[config.mk]
export PLATFORM = sky130hd
export DESIGN_NAME = eth_exerciser_top
export DESIGN_NICKNAME = d
export VERILOG_FILES = /design/src/verilog/eth_exerciser_pkg.sv /design/src/verilog/csr_chan_if.sv /design/src/verilog/eth_stream_if.sv /design/src/verilog/eth_exerciser_top.sv /design/src/verilog/eth_port_router.sv /design/src/verilog/eth_traffic_chk.sv /design/src/verilog/eth_traffic_gen.sv /design/src/verilog/eth_csr_access.sv
export SDC_FILE = /design/constraint.sdc
export NUM_CORES = 1
export LEC_CHECK = 0
export BUFFER_PORTS_ARGS = -buffer_cell sky130_fd_sc_hd__buf_2
export CAP_MARGIN = 20
export CORE_MARGIN = 2
export CORE_UTILIZATION = 32
export CTS_CLUSTER_SIZE = 8
export DETAILED_ROUTE_END_ITERATION = 12
export PLACE_DENSITY = 0.47
export SLEW_MARGIN = 20
export SYNTH_ARGS = -nofsm -noshare
export SYNTH_HDL_FRONTEND = slang
export SYNTH_SLANG_ARGS = --single-unit
[constraint.sdc]
create_clock -name clk_sys -period 7.6 [get_ports clk_sys]
set_input_delay 0 -clock clk_sys [delete_from_list [all_inputs] [get_ports clk_sys]]
set_output_delay 0 -clock clk_sys [all_outputs]
set_load 0.01 [all_outputs]
[src/verilog/eth_exerciser_pkg.sv]
// Widths, types, register map and FSM encodings shared by all exerciser RTL, imported per module
package eth_exerciser_pkg;

   localparam int NUM_CHANNELS    = 2;
   // Each channel has one register port for its generator and one for its checker
   localparam int NUM_CSR_PORTS   = 2 * NUM_CHANNELS;
   localparam int CSR_ADDR_W      = 16;
   localparam int CSR_DATA_W      = 32;
   localparam int ETH_DATA_W      = 32;
   localparam int BEAT_CNT_W      = 8;
   localparam int PKT_CNT_W       = 16;
   localparam int CHAN_ID_W       = 1;
   localparam int CSR_WAIT_CYCLES = 3;
   localparam int WAIT_CNT_W      = $clog2(CSR_WAIT_CYCLES);

   typedef logic [CSR_ADDR_W-1:0] csr_addr_t;
   typedef logic [CSR_DATA_W-1:0] csr_data_t;
   typedef logic [ETH_DATA_W-1:0] eth_data_t;
   typedef logic [BEAT_CNT_W-1:0] beat_cnt_t;
   typedef logic [PKT_CNT_W-1:0]  pkt_cnt_t;
   typedef logic [CHAN_ID_W-1:0]  chan_id_t;

   // Global registers
   localparam csr_addr_t REG_GLOBAL_CTL = 16'h0000;
   localparam csr_addr_t REG_PORT_SEL   = 16'h0001;
   // Channel registers, steered by the port select
   localparam csr_addr_t REG_PKT_LEN    = 16'h0010;
   localparam csr_addr_t REG_PKT_COUNT  = 16'h0011;
   localparam csr_addr_t REG_START      = 16'h0012;
   localparam csr_addr_t REG_TX_SENT    = 16'h0013;
   localparam csr_addr_t REG_RX_GOOD    = 16'h0014;
   localparam csr_addr_t REG_RX_BAD     = 16'h0015;
   localparam csr_addr_t CHAN_REG_BASE  = REG_PKT_LEN;

   localparam int CTL_SWAP_BIT  = 0;
   localparam int CTL_PAUSE_LSB = 8;
   localparam int START_BIT     = 0;

   // Beat layout is sequence, channel id, beat index
   localparam int SEQ_LSB  = 16;
   localparam int BEAT_LSB = 0;

   typedef enum logic {GEN_IDLE, GEN_SEND} gen_state_t;
   typedef enum logic [1:0] {CSR_IDLE, CSR_WAIT, CSR_DONE} csr_state_t;

endpackage
[src/verilog/csr_chan_if.sv]
// Register access port from the CSR block to one channel's generator or checker
`timescale 1ns/1ps

interface csr_chan_if import eth_exerciser_pkg::*; ();

   csr_addr_t addr;
   logic      write;
   logic      read;
   csr_data_t wdata;
   csr_data_t rdata;

   // Strobes last one cycle, rdata comes back in the same cycle
   modport host (
      output addr, write, read, wdata,
      input  rdata
   );

   modport chan (
      input  addr, write, read, wdata,
      output rdata
   );

endinterface

[src/verilog/eth_stream_if.sv]
// Valid/ready packet stream between the generators, the port router and the transmit ports
`timescale 1ns/1ps

interface eth_stream_if import eth_exerciser_pkg::*; ();

   logic      valid;
   eth_data_t data;
   logic      last;
   logic      ready;

   // Beat moves when valid and ready are both high
   modport source (
      output valid, data, last,
      input  ready
   );

   modport sink (
      input  valid, data, last,
      output ready
   );

endinterface

[src/verilog/eth_exerciser_top.sv]
// Top level of the Ethernet traffic exerciser, register bus and streams on plain ports
`timescale 1ns/1ps

module eth_exerciser_top import eth_exerciser_pkg::*; (
   input  logic                    clk_sys,
   input  logic                    rst_sys,
   // Register bus
   input  csr_addr_t               i_csr_addr,
   input  logic                    i_csr_read,
   input  logic                    i_csr_write,
   input  csr_data_t               i_csr_wdata,
   output csr_data_t               o_csr_rdata,
   output logic                    o_csr_rdata_valid,
   output logic                    o_csr_waitrequest,
   // Transmit ports
   output logic [NUM_CHANNELS-1:0] o_tx_valid,
   output eth_data_t               o_tx_data [NUM_CHANNELS],
   output logic [NUM_CHANNELS-1:0] o_tx_last,
   input  logic [NUM_CHANNELS-1:0] i_tx_ready,
   // Receive ports
   input  logic [NUM_CHANNELS-1:0] i_rx_valid,
   input  eth_data_t               i_rx_data [NUM_CHANNELS],
   input  logic [NUM_CHANNELS-1:0] i_rx_last,
   output logic [NUM_CHANNELS-1:0] o_tx_pause
);

   logic         port_swap_en;
   eth_stream_if gen_st [NUM_CHANNELS] ();
   // Generators on 0..NUM_CHANNELS-1, checkers above them
   csr_chan_if   chan_csr [NUM_CSR_PORTS] ();

   eth_csr_access eth_csr_access_inst (
      .clk_sys           (clk_sys),
      .rst_sys           (rst_sys),
      .i_csr_addr        (i_csr_addr),
      .i_csr_read        (i_csr_read),
      .i_csr_write       (i_csr_write),
      .i_csr_wdata       (i_csr_wdata),
      .o_csr_rdata       (o_csr_rdata),
      .o_csr_rdata_valid (o_csr_rdata_valid),
      .o_csr_waitrequest (o_csr_waitrequest),
      .chan_csr          (chan_csr),
      .o_port_swap_en    (port_swap_en),
      .o_tx_pause        (o_tx_pause)
   );

   for (genvar ch = 0; ch < NUM_CHANNELS; ch++) begin : g_chan
      eth_traffic_gen eth_traffic_gen_inst (
         .clk_sys   (clk_sys),
         .rst_sys   (rst_sys),
         .csr       (chan_csr[ch]),
         .tx        (gen_st[ch]),
         .i_chan_id (chan_id_t'(ch))
      );

      eth_traffic_chk eth_traffic_chk_inst (
         .clk_sys    (clk_sys),
         .rst_sys    (rst_sys),
         .csr        (chan_csr[NUM_CHANNELS + ch]),
         .i_rx_valid (i_rx_valid[ch]),
         .i_rx_data  (i_rx_data[ch]),
         .i_rx_last  (i_rx_last[ch])
      );
   end

   eth_port_router eth_port_router_inst (
      .clk_sys        (clk_sys),
      .rst_sys        (rst_sys),
      .i_port_swap_en (port_swap_en),
      .gen_st         (gen_st),
      .o_tx_valid     (o_tx_valid),
      .o_tx_data      (o_tx_data),
      .o_tx_last      (o_tx_last),
      .i_tx_ready     (i_tx_ready)
   );

endmodule

[src/verilog/eth_port_router.sv]
// Cross-port routing of generator streams to the transmit ports, switched between frames
`timescale 1ns/1ps

module eth_port_router import eth_exerciser_pkg::*; (
   input  logic                    clk_sys,
   input  logic                    rst_sys,
   input  logic                    i_port_swap_en,
   eth_stream_if.sink              gen_st [NUM_CHANNELS],
   output logic [NUM_CHANNELS-1:0] o_tx_valid,
   output eth_data_t               o_tx_data [NUM_CHANNELS],
   output logic [NUM_CHANNELS-1:0] o_tx_last,
   input  logic [NUM_CHANNELS-1:0] i_tx_ready
);

   logic                    swap_q;
   logic [NUM_CHANNELS-1:0] in_frame;
   logic [NUM_CHANNELS-1:0] port_busy;
   logic [NUM_CHANNELS-1:0] gen_valid;
   logic [NUM_CHANNELS-1:0] gen_last;
   eth_data_t               gen_data [NUM_CHANNELS];

   for (genvar ch = 0; ch < NUM_CHANNELS; ch++) begin : g_route
      // Half-way shift is its own inverse for an even channel count
      localparam int PEER = (ch + NUM_CHANNELS / 2) % NUM_CHANNELS;

      assign gen_valid[ch]    = gen_st[ch].valid;
      assign gen_last[ch]     = gen_st[ch].last;
      assign gen_data[ch]     = gen_st[ch].data;
      assign gen_st[ch].ready = swap_q ? i_tx_ready[PEER] : i_tx_ready[ch];

      assign o_tx_valid[ch] = swap_q ? gen_valid[PEER] : gen_valid[ch];
      assign o_tx_last[ch]  = swap_q ? gen_last[PEER]  : gen_last[ch];
      assign o_tx_data[ch]  = swap_q ? gen_data[PEER]  : gen_data[ch];

      // A pending first beat also pins the mapping
      assign port_busy[ch] = in_frame[ch] | o_tx_valid[ch];
   end

   always_ff @(posedge clk_sys) begin
      if (rst_sys) begin
         in_frame <= '0;
         swap_q   <= 1'b0;
      end else begin
         for (int p = 0; p < NUM_CHANNELS; p++) begin
            if (o_tx_valid[p] && i_tx_ready[p]) begin
               in_frame[p] <= ~o_tx_last[p];
            end
         end
         if (port_busy == '0) begin
            swap_q <= i_port_swap_en;
         end
      end
   end

   // A port inside a frame keeps its source, so its valid stays high until the last beat
   assert property (@(posedge clk_sys) disable iff (rst_sys) (in_frame & ~o_tx_valid) == '0);

endmodule

[src/verilog/eth_traffic_chk.sv]
// Per-channel receive checker that counts good and bad packets against the beat pattern
`timescale 1ns/1ps

module eth_traffic_chk import eth_exerciser_pkg::*; (
   input  logic      clk_sys,
   input  logic      rst_sys,
   csr_chan_if.chan  csr,
   input  logic      i_rx_valid,
   input  eth_data_t i_rx_data,
   input  logic      i_rx_last
);

   beat_cnt_t exp_beat;
   pkt_cnt_t  prev_seq;
   logic      have_prev;
   logic      pkt_err;
   logic      beat_err;
   pkt_cnt_t  good_cnt;
   pkt_cnt_t  bad_cnt;
   beat_cnt_t rx_beat;
   pkt_cnt_t  rx_seq;
   logic      start;

   assign rx_beat = i_rx_data[BEAT_LSB +: BEAT_CNT_W];
   assign rx_seq  = i_rx_data[SEQ_LSB +: PKT_CNT_W];
   assign start   = csr.write & (csr.addr == REG_START) & csr.wdata[START_BIT];

   // First packet after a start may carry any sequence number
   assign beat_err = (rx_beat != exp_beat) | (have_prev & (rx_seq != prev_seq + 1'b1));

   always_ff @(posedge clk_sys) begin
      if (rst_sys) begin
         exp_beat  <= '0;
         prev_seq  <= '0;
         have_prev <= 1'b0;
         pkt_err   <= 1'b0;
         good_cnt  <= '0;
         bad_cnt   <= '0;
      end else if (start) begin
         exp_beat  <= '0;
         have_prev <= 1'b0;
         pkt_err   <= 1'b0;
      end else if (i_rx_valid && i_rx_last) begin
         // Verdict on the last beat, then resync for the next packet
         if (pkt_err || beat_err) begin
            bad_cnt <= bad_cnt + 1'b1;
         end else begin
            good_cnt <= good_cnt + 1'b1;
         end
         prev_seq  <= rx_seq;
         have_prev <= 1'b1;
         exp_beat  <= '0;
         pkt_err   <= 1'b0;
      end else if (i_rx_valid) begin
         exp_beat <= exp_beat + 1'b1;
         pkt_err  <= pkt_err | beat_err;
      end
   end

   always_comb begin
      csr.rdata = '0;
      if (csr.read) begin
         case (csr.addr)
            REG_RX_GOOD: csr.rdata = csr_data_t'(good_cnt);
            REG_RX_BAD:  csr.rdata = csr_data_t'(bad_cnt);
            default:     csr.rdata = '0;
         endcase
      end
   end

endmodule

[src/verilog/eth_traffic_gen.sv]
// Per-channel packet generator with length, count, start and sent-count registers
`timescale 1ns/1ps

module eth_traffic_gen import eth_exerciser_pkg::*; (
   input  logic         clk_sys,
   input  logic         rst_sys,
   csr_chan_if.chan     csr,
   eth_stream_if.source tx,
   input  chan_id_t     i_chan_id
);

   gen_state_t state;
   beat_cnt_t  pkt_len;
   pkt_cnt_t   pkt_count;
   pkt_cnt_t   sent_cnt;
   beat_cnt_t  beat_idx;
   logic       start;
   logic       beat_xfer;
   logic       beat_last;

   assign start     = csr.write & (csr.addr == REG_START) & csr.wdata[START_BIT];
   assign beat_xfer = tx.valid & tx.ready;
   assign beat_last = (beat_idx == pkt_len - 1'b1);

   // Sent count doubles as the sequence number of the packet in flight
   assign tx.valid = (state == GEN_SEND);
   assign tx.last  = beat_last;
   assign tx.data  = {sent_cnt, beat_cnt_t'(i_chan_id), beat_idx};

   always_ff @(posedge clk_sys) begin
      if (rst_sys) begin
         pkt_len   <= '0;
         pkt_count <= '0;
      end else if (csr.write) begin
         if (csr.addr == REG_PKT_LEN) begin
            pkt_len <= csr.wdata[BEAT_CNT_W-1:0];
         end
         if (csr.addr == REG_PKT_COUNT) begin
            pkt_count <= csr.wdata[PKT_CNT_W-1:0];
         end
      end
   end

   always_ff @(posedge clk_sys) begin
      if (rst_sys) begin
         state    <= GEN_IDLE;
         sent_cnt <= '0;
         beat_idx <= '0;
      end else begin
         case (state)
            GEN_IDLE: begin
               // Start is only taken between runs
               if (start) begin
                  sent_cnt <= '0;
                  beat_idx <= '0;
                  if (pkt_count != '0) begin
                     state <= GEN_SEND;
                  end
               end
            end
            GEN_SEND: begin
               if (beat_xfer && beat_last) begin
                  beat_idx <= '0;
                  sent_cnt <= sent_cnt + 1'b1;
                  if (sent_cnt + 1'b1 >= pkt_count) begin
                     state <= GEN_IDLE;
                  end
               end else if (beat_xfer) begin
                  beat_idx <= beat_idx + 1'b1;
               end
            end
            default: state <= GEN_IDLE;
         endcase
      end
   end

   always_comb begin
      csr.rdata = '0;
      if (csr.read) begin
         case (csr.addr)
            REG_PKT_LEN:   csr.rdata = csr_data_t'(pkt_len);
            REG_PKT_COUNT: csr.rdata = csr_data_t'(pkt_count);
            REG_TX_SENT:   csr.rdata = csr_data_t'(sent_cnt);
            default:       csr.rdata = '0;
         endcase
      end
   end

   // Stalled beat is held until the transmit port takes it
   assert property (@(posedge clk_sys) disable iff (rst_sys)
      (tx.valid && !tx.ready) |=> (tx.valid && $stable(tx.data) && $stable(tx.last)));

endmodule

[src/verilog/eth_csr_access.sv]
// Register bus front end: waitrequest delay, global registers and steering to the channels
`timescale 1ns/1ps

module eth_csr_access import eth_exerciser_pkg::*; (
   input  logic                    clk_sys,
   input  logic                    rst_sys,
   input  csr_addr_t               i_csr_addr,
   input  logic                    i_csr_read,
   input  logic                    i_csr_write,
   input  csr_data_t               i_csr_wdata,
   output csr_data_t               o_csr_rdata,
   output logic                    o_csr_rdata_valid,
   output logic                    o_csr_waitrequest,
   csr_chan_if.host                chan_csr [NUM_CSR_PORTS],
   output logic                    o_port_swap_en,
   output logic [NUM_CHANNELS-1:0] o_tx_pause
);

   csr_state_t            state;
   logic [WAIT_CNT_W-1:0] wait_cnt;
   logic                  req;
   logic                  done;
   logic                  is_chan;
   chan_id_t              port_sel;
   csr_data_t             global_rdata;
   csr_data_t             chan_rdata [NUM_CSR_PORTS];
   csr_data_t             chan_rdata_or;

   assign req     = i_csr_read | i_csr_write;
   assign done    = (state == CSR_DONE);
   assign is_chan = (i_csr_addr >= CHAN_REG_BASE);

   // High from the first request cycle, low only in the completing cycle
   assign o_csr_waitrequest = (state == CSR_WAIT) | ((state == CSR_IDLE) & req);

   always_ff @(posedge clk_sys) begin
      if (rst_sys) begin
         state    <= CSR_IDLE;
         wait_cnt <= '0;
      end else begin
         case (state)
            CSR_IDLE: begin
               if (req) begin
                  state    <= CSR_WAIT;
                  wait_cnt <= WAIT_CNT_W'(1);
               end
            end
            CSR_WAIT: begin
               if (wait_cnt == WAIT_CNT_W'(CSR_WAIT_CYCLES - 1)) begin
                  state <= CSR_DONE;
               end else begin
                  wait_cnt <= wait_cnt + 1'b1;
               end
            end
            default: state <= CSR_IDLE;
         endcase
      end
   end

   always_ff @(posedge clk_sys) begin
      if (rst_sys) begin
         o_port_swap_en <= 1'b0;
         o_tx_pause     <= '0;
         port_sel       <= '0;
      end else if (done && i_csr_write && !is_chan) begin
         case (i_csr_addr)
            REG_GLOBAL_CTL: begin
               o_port_swap_en <= i_csr_wdata[CTL_SWAP_BIT];
               o_tx_pause     <= i_csr_wdata[CTL_PAUSE_LSB +: NUM_CHANNELS];
            end
            REG_PORT_SEL: port_sel <= i_csr_wdata[CHAN_ID_W-1:0];
            default: ;
         endcase
      end
   end

   always_comb begin
      global_rdata = '0;
      case (i_csr_addr)
         REG_GLOBAL_CTL: begin
            global_rdata[CTL_SWAP_BIT]                  = o_port_swap_en;
            global_rdata[CTL_PAUSE_LSB +: NUM_CHANNELS] = o_tx_pause;
         end
         REG_PORT_SEL: global_rdata[CHAN_ID_W-1:0] = port_sel;
         default: ;
      endcase
   end

   // Ports i and i+NUM_CHANNELS belong to the same channel
   for (genvar i = 0; i < NUM_CSR_PORTS; i++) begin : g_port
      localparam chan_id_t CH = chan_id_t'(i % NUM_CHANNELS);
      logic sel;

      assign sel                = done & is_chan & (port_sel == CH);
      assign chan_csr[i].addr   = i_csr_addr;
      assign chan_csr[i].wdata  = i_csr_wdata;
      assign chan_csr[i].write  = sel & i_csr_write;
      assign chan_csr[i].read   = sel & i_csr_read;
      assign chan_rdata[i]      = chan_csr[i].rdata;
   end

   // Unselected ports return zero, so an OR picks the addressed one
   always_comb begin
      chan_rdata_or = '0;
      for (int i = 0; i < NUM_CSR_PORTS; i++) begin
         chan_rdata_or = chan_rdata_or | chan_rdata[i];
      end
   end

   always_ff @(posedge clk_sys) begin
      if (rst_sys) begin
         o_csr_rdata_valid <= 1'b0;
      end else begin
         o_csr_rdata_valid <= done & i_csr_read;
      end
   end

   always_ff @(posedge clk_sys) begin
      if (done && i_csr_read) begin
         o_csr_rdata <= is_chan ? chan_rdata_or : global_rdata;
      end
   end

   // Bus master issues one kind of access at a time
   assert property (@(posedge clk_sys) disable iff (rst_sys) !(i_csr_read && i_csr_write));

endmodule

Word-level counts from Yosys, hierarchy flattened --
Cells that the tools add are included.
Word-level totals: register bits after elaboration 258
Operators by class: bitwise logic cells 37, equality and inequality tests 25, multiplexer cells 48, add/sub/neg operators 15, order comparisons 3, reductions and logical operators 40
Operators with widths (count):
- 32-bit 2-to-1 mux | 6
- 16-bit by 1-bit adder with 16-bit output (second input constant) | 8
- 16-bit one-hot mux with 2 select lines | 4
- 16-bit by 5-bit equality test with 1-bit output (second input constant) | 6
- 32-bit OR | 3
- 16-bit one-hot mux with 3 select lines | 2
- 16-bit 2-to-1 mux | 4
- 8-bit 2-to-1 mux | 6
- 8-bit by 1-bit adder with 8-bit output (second input constant) | 4
- 16-bit greater-or-equal comparator | 2
- 16-bit inequality test | 2
- 8-bit one-hot mux with 2 select lines | 2
- 16-bit nonzero test | 2
- 2-bit AND reduction | 13
- 1-bit AND | 17
- 16-bit by 1-bit equality test with 1-bit output (second input constant) | 1
- 8-bit equality test | 2
- 16-bit by 5-bit greater-or-equal comparator with 1-bit output (second input constant) | 1
- 16-bit zero test | 1
- 8-bit inequality test | 2
- 8-bit by 1-bit subtractor with 8-bit output (second input constant) | 2
- 3-bit AND reduction | 5
- 1-bit 2-to-1 mux | 14
- 10-bit 2-to-1 mux | 1
- other kinds (18) | 58

Longest topological paths before layout --
word-level depth 9, mapped depth 15, mapped depth without buffers 14

Modules after synthesis --
From an unflattened synthesis, not the netlist that was laid out.
Second synthesis, totals: cell total of the unflattened synthesis 2247, area, all modules 18559.0 sq um
By module, submodules not included:
- eth_traffic_chk | times used 2, seq. area each 1161.1 sq um, area each 3652.3 sq um, cells each 464
- eth_traffic_gen | times used 2, seq. area each 980.9 sq um, area each 3472.1 sq um, cells each 434
- eth_csr_access | times used 1, seq. area each 1141.1 sq um, area each 3319.4 sq um, cells each 357
- eth_port_router | times used 1, seq. area each 60.1 sq um, area each 983.4 sq um, cells each 92
- eth_exerciser_top | times used 1, seq. area each 0.0 sq um, area each 7.5 sq um, cells each 2

Worst setup path before layout --
No wires, ideal clock.
path type register to register, start reg g_chan[0].eth_traffic_chk_inst.prev_seq[3], end reg g_chan[0].eth_traffic_chk_inst.good_cnt[15], setup slack 4.552 ns, arrival time 2.927 ns, setup time 0.121 ns, required time 7.479 ns, stages on the path, launching flop included 11, path through dfxtp_1 > buf_4 > nand4_4 > o21a_1 > or4_1 > a32o_1 > or4_1 > o32a_2 > buf_6 > nor4_2 > mux2_2
On the way: word-level cells in the longest chain between the ends 7
Ends and longest elaborated chain:
- start: declaration | line eth_traffic_chk.sv:14 | pkt_cnt_t prev_seq;
- start signal: assignment | line eth_traffic_chk.sv:50 | prev_seq <= rx_seq;
- 16-bit by 1-bit adder with 16-bit output | line eth_traffic_chk.sv:29 | assign beat_err = (rx_beat != exp_beat) | (have_prev & (rx_seq != prev_seq + 1'b1));
- 16-bit inequality test | line eth_traffic_chk.sv:29
- 1-bit AND | line eth_traffic_chk.sv:29
- 1-bit OR | line eth_traffic_chk.sv:29
- 1-bit logical OR | line eth_traffic_chk.sv:45 | if (pkt_err || beat_err) begin
- 1-bit inverter (no source line)
- 3-bit AND reduction (no source line)
- end signal: assignment | line eth_traffic_chk.sv:48 | good_cnt <= good_cnt + 1'b1;
- end: declaration | line eth_traffic_chk.sv:18 | pkt_cnt_t good_cnt;
No other way between the ends. A chain may end at the register's enable or synchronous reset.

Worst setup path after layout --
start reg eth_csr_access_inst.state[0], end reg g_chan[0].eth_traffic_chk_inst.good_cnt[13]
On the way: word-level cells in the longest chain between the ends 8
Ends and longest elaborated chain:
- start: declaration | line eth_csr_access.sv:19 | csr_state_t state;
- start signal: assignment | line eth_csr_access.sv:38 | state <= CSR_IDLE;
- start signal: assignment | line eth_csr_access.sv:44 | state <= CSR_WAIT;
- start signal: assignment | line eth_csr_access.sv:50 | state <= CSR_DONE;
- 2-bit equality test | line eth_csr_access.sv:30 | assign done = (state == CSR_DONE);
- 1-bit AND (2 in series) | line eth_csr_access.sv:94 | assign sel = done & is_chan & (port_sel == CH);
- 1-bit AND | line eth_csr_access.sv:97 | assign chan_csr[i].write = sel & i_csr_write;
- 1-bit AND (2 in series) | line eth_traffic_chk.sv:26 | assign start = csr.write & (csr.addr == REG_START) & csr.wdata[START_BIT];
- 1-bit inverter (no source line)
- 3-bit AND reduction (no source line)
No other way between the ends.

==> flow_summary.ini <==
[status]
status = completed

[detailed_routing]
vias = 13800
route.detailed.drc = 0
drt-initial-drc-count = 1060
finalWirelength_mm = 48.6
wl_per_cell_um = 18.7
dr.pass1.iters = 7
ant_nets = 0
avgViaCountPerCell = 5.33

[setup_path]
crit_top_cell = nor4_1
regToRegStartpoint = eth_csr_access_inst.state[0]
worst-r2r-setup-slack_ns = 3.96
slowest_delay_ns = 0.56
worstSetupStartpointType = flop
critPathCaptureType = flop
cp.required_ns = 8.02
r2r-end = g_chan[0].eth_traffic_chk_inst.good_cnt[13]
critical_path.endpoint = g_chan[0].eth_traffic_chk_inst.good_cnt[13]
path_cells = nand3b_1 > nor4_1 > buf_4 > and3_1 > or2_2 > or4_1 > o32a_2 > nor4_1 > mux2_2
critPathSlowestCell = or4_1
crit_arrival_ns = 4.05
cp_max_fo = 24
crit_path_start = eth_csr_access_inst.state[0]
ff2ff_path_depth = 9
crit_type = flop to flop

[cells_and_area]
fin_cells = 2594
multi_input_area_um2 = 8940
area_delta_synth_final_pct = 19.3
fill_cells = 4662
nNetsFinal = 2154
seqCellArea_um2 = 5010
layout-drive-gt1-share = 0.165
diodes = 0

[clocking]
cts_made_buffers = 36
cts_htree_levels = 2
cts.sinks = 242
clock_tree.root_cell = clkbuf_16
path_clk_slew_ns = 0.05
cts_tree = built
clk_latency_ns = 0.54
cts_buffer_depth = 3

[timing]
slew_viol_final = 0
period_share = 0.478
fmax_mhz = 275
final-hold-violation-count = 0
tightest_slew_ns = 0.970
rsz0062_at_grt = no
clock_skew_ns = 0.0164
timing.final.ws_setup_ns = 3.96
setup_viol = 0
min_period_ns = 3.64
relSlewSlack = 0.337
setup_tns_ns = 0

[pwr]
seqPwrFrac = 0.443
p_int_uw = 2270
share_comb_of_total_power = 0.063
p_switching_uw = 702
clkPwrFrac = 0.494
leakagePower_uw = 0.00679
power.density_nw_per_um2 = 169
ir_drop_mv = 0.129
power_uw = 2970
swShare = 0.236

[placement]
gp_congestion = 0.866
io_buffers = 163
placedCellCount = 2482
dp_hpwl_mm = 36.4
pre_cts_slack_ns = 4.02

[hold_path]
hold_class = input pin to flop

[synth]
ys_ff_latch = 242
synth_warnings = 0
ys_top_cells_by_area = dfxtp_1 (31%), nand2_1 (6.0%), mux2_2 (5.0%), a21oi_1 (4.7%), xnor2_1 (4.7%)
seq_area_frac_synth = 0.340
postSynthCellCount = 1804
synth_edf_count = 16
synth_cell_type_count = 71
async_flop_share = 0
synth_top_cell_area_share = 0.307
synthesis.area_um2 = 14700
synth.avg_cell_area_um2 = 8.16
synth_flop_cell = dfxtp_1
yosysTopAreaCell = dfxtp_1

[global_route]
grt_pass1_wl_mm = 74.8
grt_usage = 0.201
first_global_vias = 13100
grt_overflow = 0
grt_max_degree = 77
antenna_found_initial = 1

[floorplan]
die_h_um = 219
fp.coreArea_um2 = 45400
start_util = 0.325
dieArea_um2 = 47800
rows = 78
die_w_um = 219
ioPinCount = 226

[job]
drv_cap = 0
==> cell usage in the layout (no fill, tap or decap), types with 46 or more instances in the layout <==
cell type      synthesis  final
dfxtp_1              226    225
nand2_1              236    236
a21oi_1              139    139
inv_1                 72     72
ha_1                  47     47
xnor2_1               79     79
buf_2                  8    162
dlygate4sd3_1          0     65
nor2_1               125    122
mux2_2                66     66
xor2_1                46     46
nand3_1               61     61
==> cells by family after synthesis <==
logic type               share of synthesized area
AND/OR/NAND/NOR                              0.234
AO/OA/AOI/OAI                                0.176
flip-flops                                   0.340
buffers and inverters                       0.0624
XOR/XNOR                                    0.0759
multiplexers                                0.0715
adder cells (fa/ha/maj)                     0.0399
other                                     0.000255
==> area by class of cell <==
type | count | share of cell area
Multi-Input combinational cell | 1386 | 0.509
Sequential cell | 242 | 0.285
Clock buffer | 47 | 0.0560
Tap cell | 600 | 0.0427
Inverter | 72 | 0.0154
Timing Repair Buffer | 247 | 0.0919
==> through the flow <==
step                       util  hold WS, ns  area (um2)
after floorplan               -        0.136       14800
after global placement    0.351        0.258       15900
after detailed placement  0.351        0.268       15900
after CTS                 0.387       0.0462       17600
after global routing      0.387       0.0769       17600
final                     0.387       0.0831       17600
==> synthesized netlist by cell type (31+ instances only) <==
library cell  instances
nand2_1             236
dfxtp_1             226
a21oi_1             139
nor2_1              125
clkbuf_1             80
xnor2_1              79
inv_1                72
mux2_2               66
nand3_1              61
ha_1                 47
xor2_1               46
o21ai_0              41
nand4_1              40
nor4_1               37
buf_4                33
a21o_1               31
mux2i_1              31
==> power groups by stage <==
stage,combinational [uW],clock (uW),sequential (uW)
final,187,1460,1320
after global routing,208,1560,1320
after CTS,188,1510,1320
after detailed placement,162,0,1340
after global placement,160,0,1340
after floorplan,113,0,1330
==> registers in the layout, indices dropped and copies added (netlist names) <==
register                               cells
eth_csr_access_inst.o_csr_rdata           16
eth_csr_access_inst.o_csr_rdata_valid      1
eth_csr_access_inst.o_port_swap_en         1
eth_csr_access_inst.o_tx_pause             2
eth_csr_access_inst.port_sel               1
eth_csr_access_inst.state                  2
eth_csr_access_inst.wait_cnt               2
eth_port_router_inst.in_frame              2
eth_port_router_inst.swap_q                1
g_chan.eth_traffic_chk_inst.bad_cnt       32
g_chan.eth_traffic_chk_inst.exp_beat      16
g_chan.eth_traffic_chk_inst.good_cnt      32
g_chan.eth_traffic_chk_inst.have_prev      2
g_chan.eth_traffic_chk_inst.pkt_err        2
g_chan.eth_traffic_chk_inst.prev_seq      32
g_chan.eth_traffic_gen_inst.beat_idx      16
g_chan.eth_traffic_gen_inst.pkt_count     32
g_chan.eth_traffic_gen_inst.pkt_len       16
g_chan.eth_traffic_gen_inst.sent_cnt      32
g_chan.eth_traffic_gen_inst.tx.valid       2
==> worst min path at each step <==
stage | start | end | slack (ns) | cells past startpoint
after global placement | i_rx_data[52] | g_chan[0].eth_traffic_chk_inst.prev_seq[4] | 0.26 | 3
after global routing | i_csr_addr[2] | g_chan[1].eth_traffic_gen_inst.pkt_count[14] | 0.08 | 5
after floorplan | i_rx_data[63] | g_chan[0].eth_traffic_chk_inst.prev_seq[15] | 0.14 | 2
final | i_csr_addr[2] | g_chan[1].eth_traffic_gen_inst.pkt_count[9] | 0.08 | 5
after detailed placement | i_rx_data[17] | g_chan[1].eth_traffic_chk_inst.prev_seq[1] | 0.27 | 3
after CTS | i_csr_addr[2] | g_chan[1].eth_traffic_gen_inst.pkt_count[13] | 0.05 | 5
==> per-layer routing <==
metal / global-route usage / routed length [um]
met5: 0 / 18
met4: 0.0766 / 1690
met3: 0.0362 / 2970
met2: 0.314 / 21200
met1: 0.275 / 22800
==> repair_timing <==
item                      in CTS  in global routing
hold endpoints to repair     106                  0
setup buffers                  0                  0
hold buffers                  65                  0
gates resized for setup        0                  0
==> critical path, delay by kind of cell, from the launching register on <==
family	cells	cell delay [ns]
AOI/OAI and AO/OA	1	0.38
buffers and inverters	1	0.16
DFF	1	0.40
muxes	1	0.38
and+or+nand+nor	6	2.18
Power figures use the tool's default switching activity.
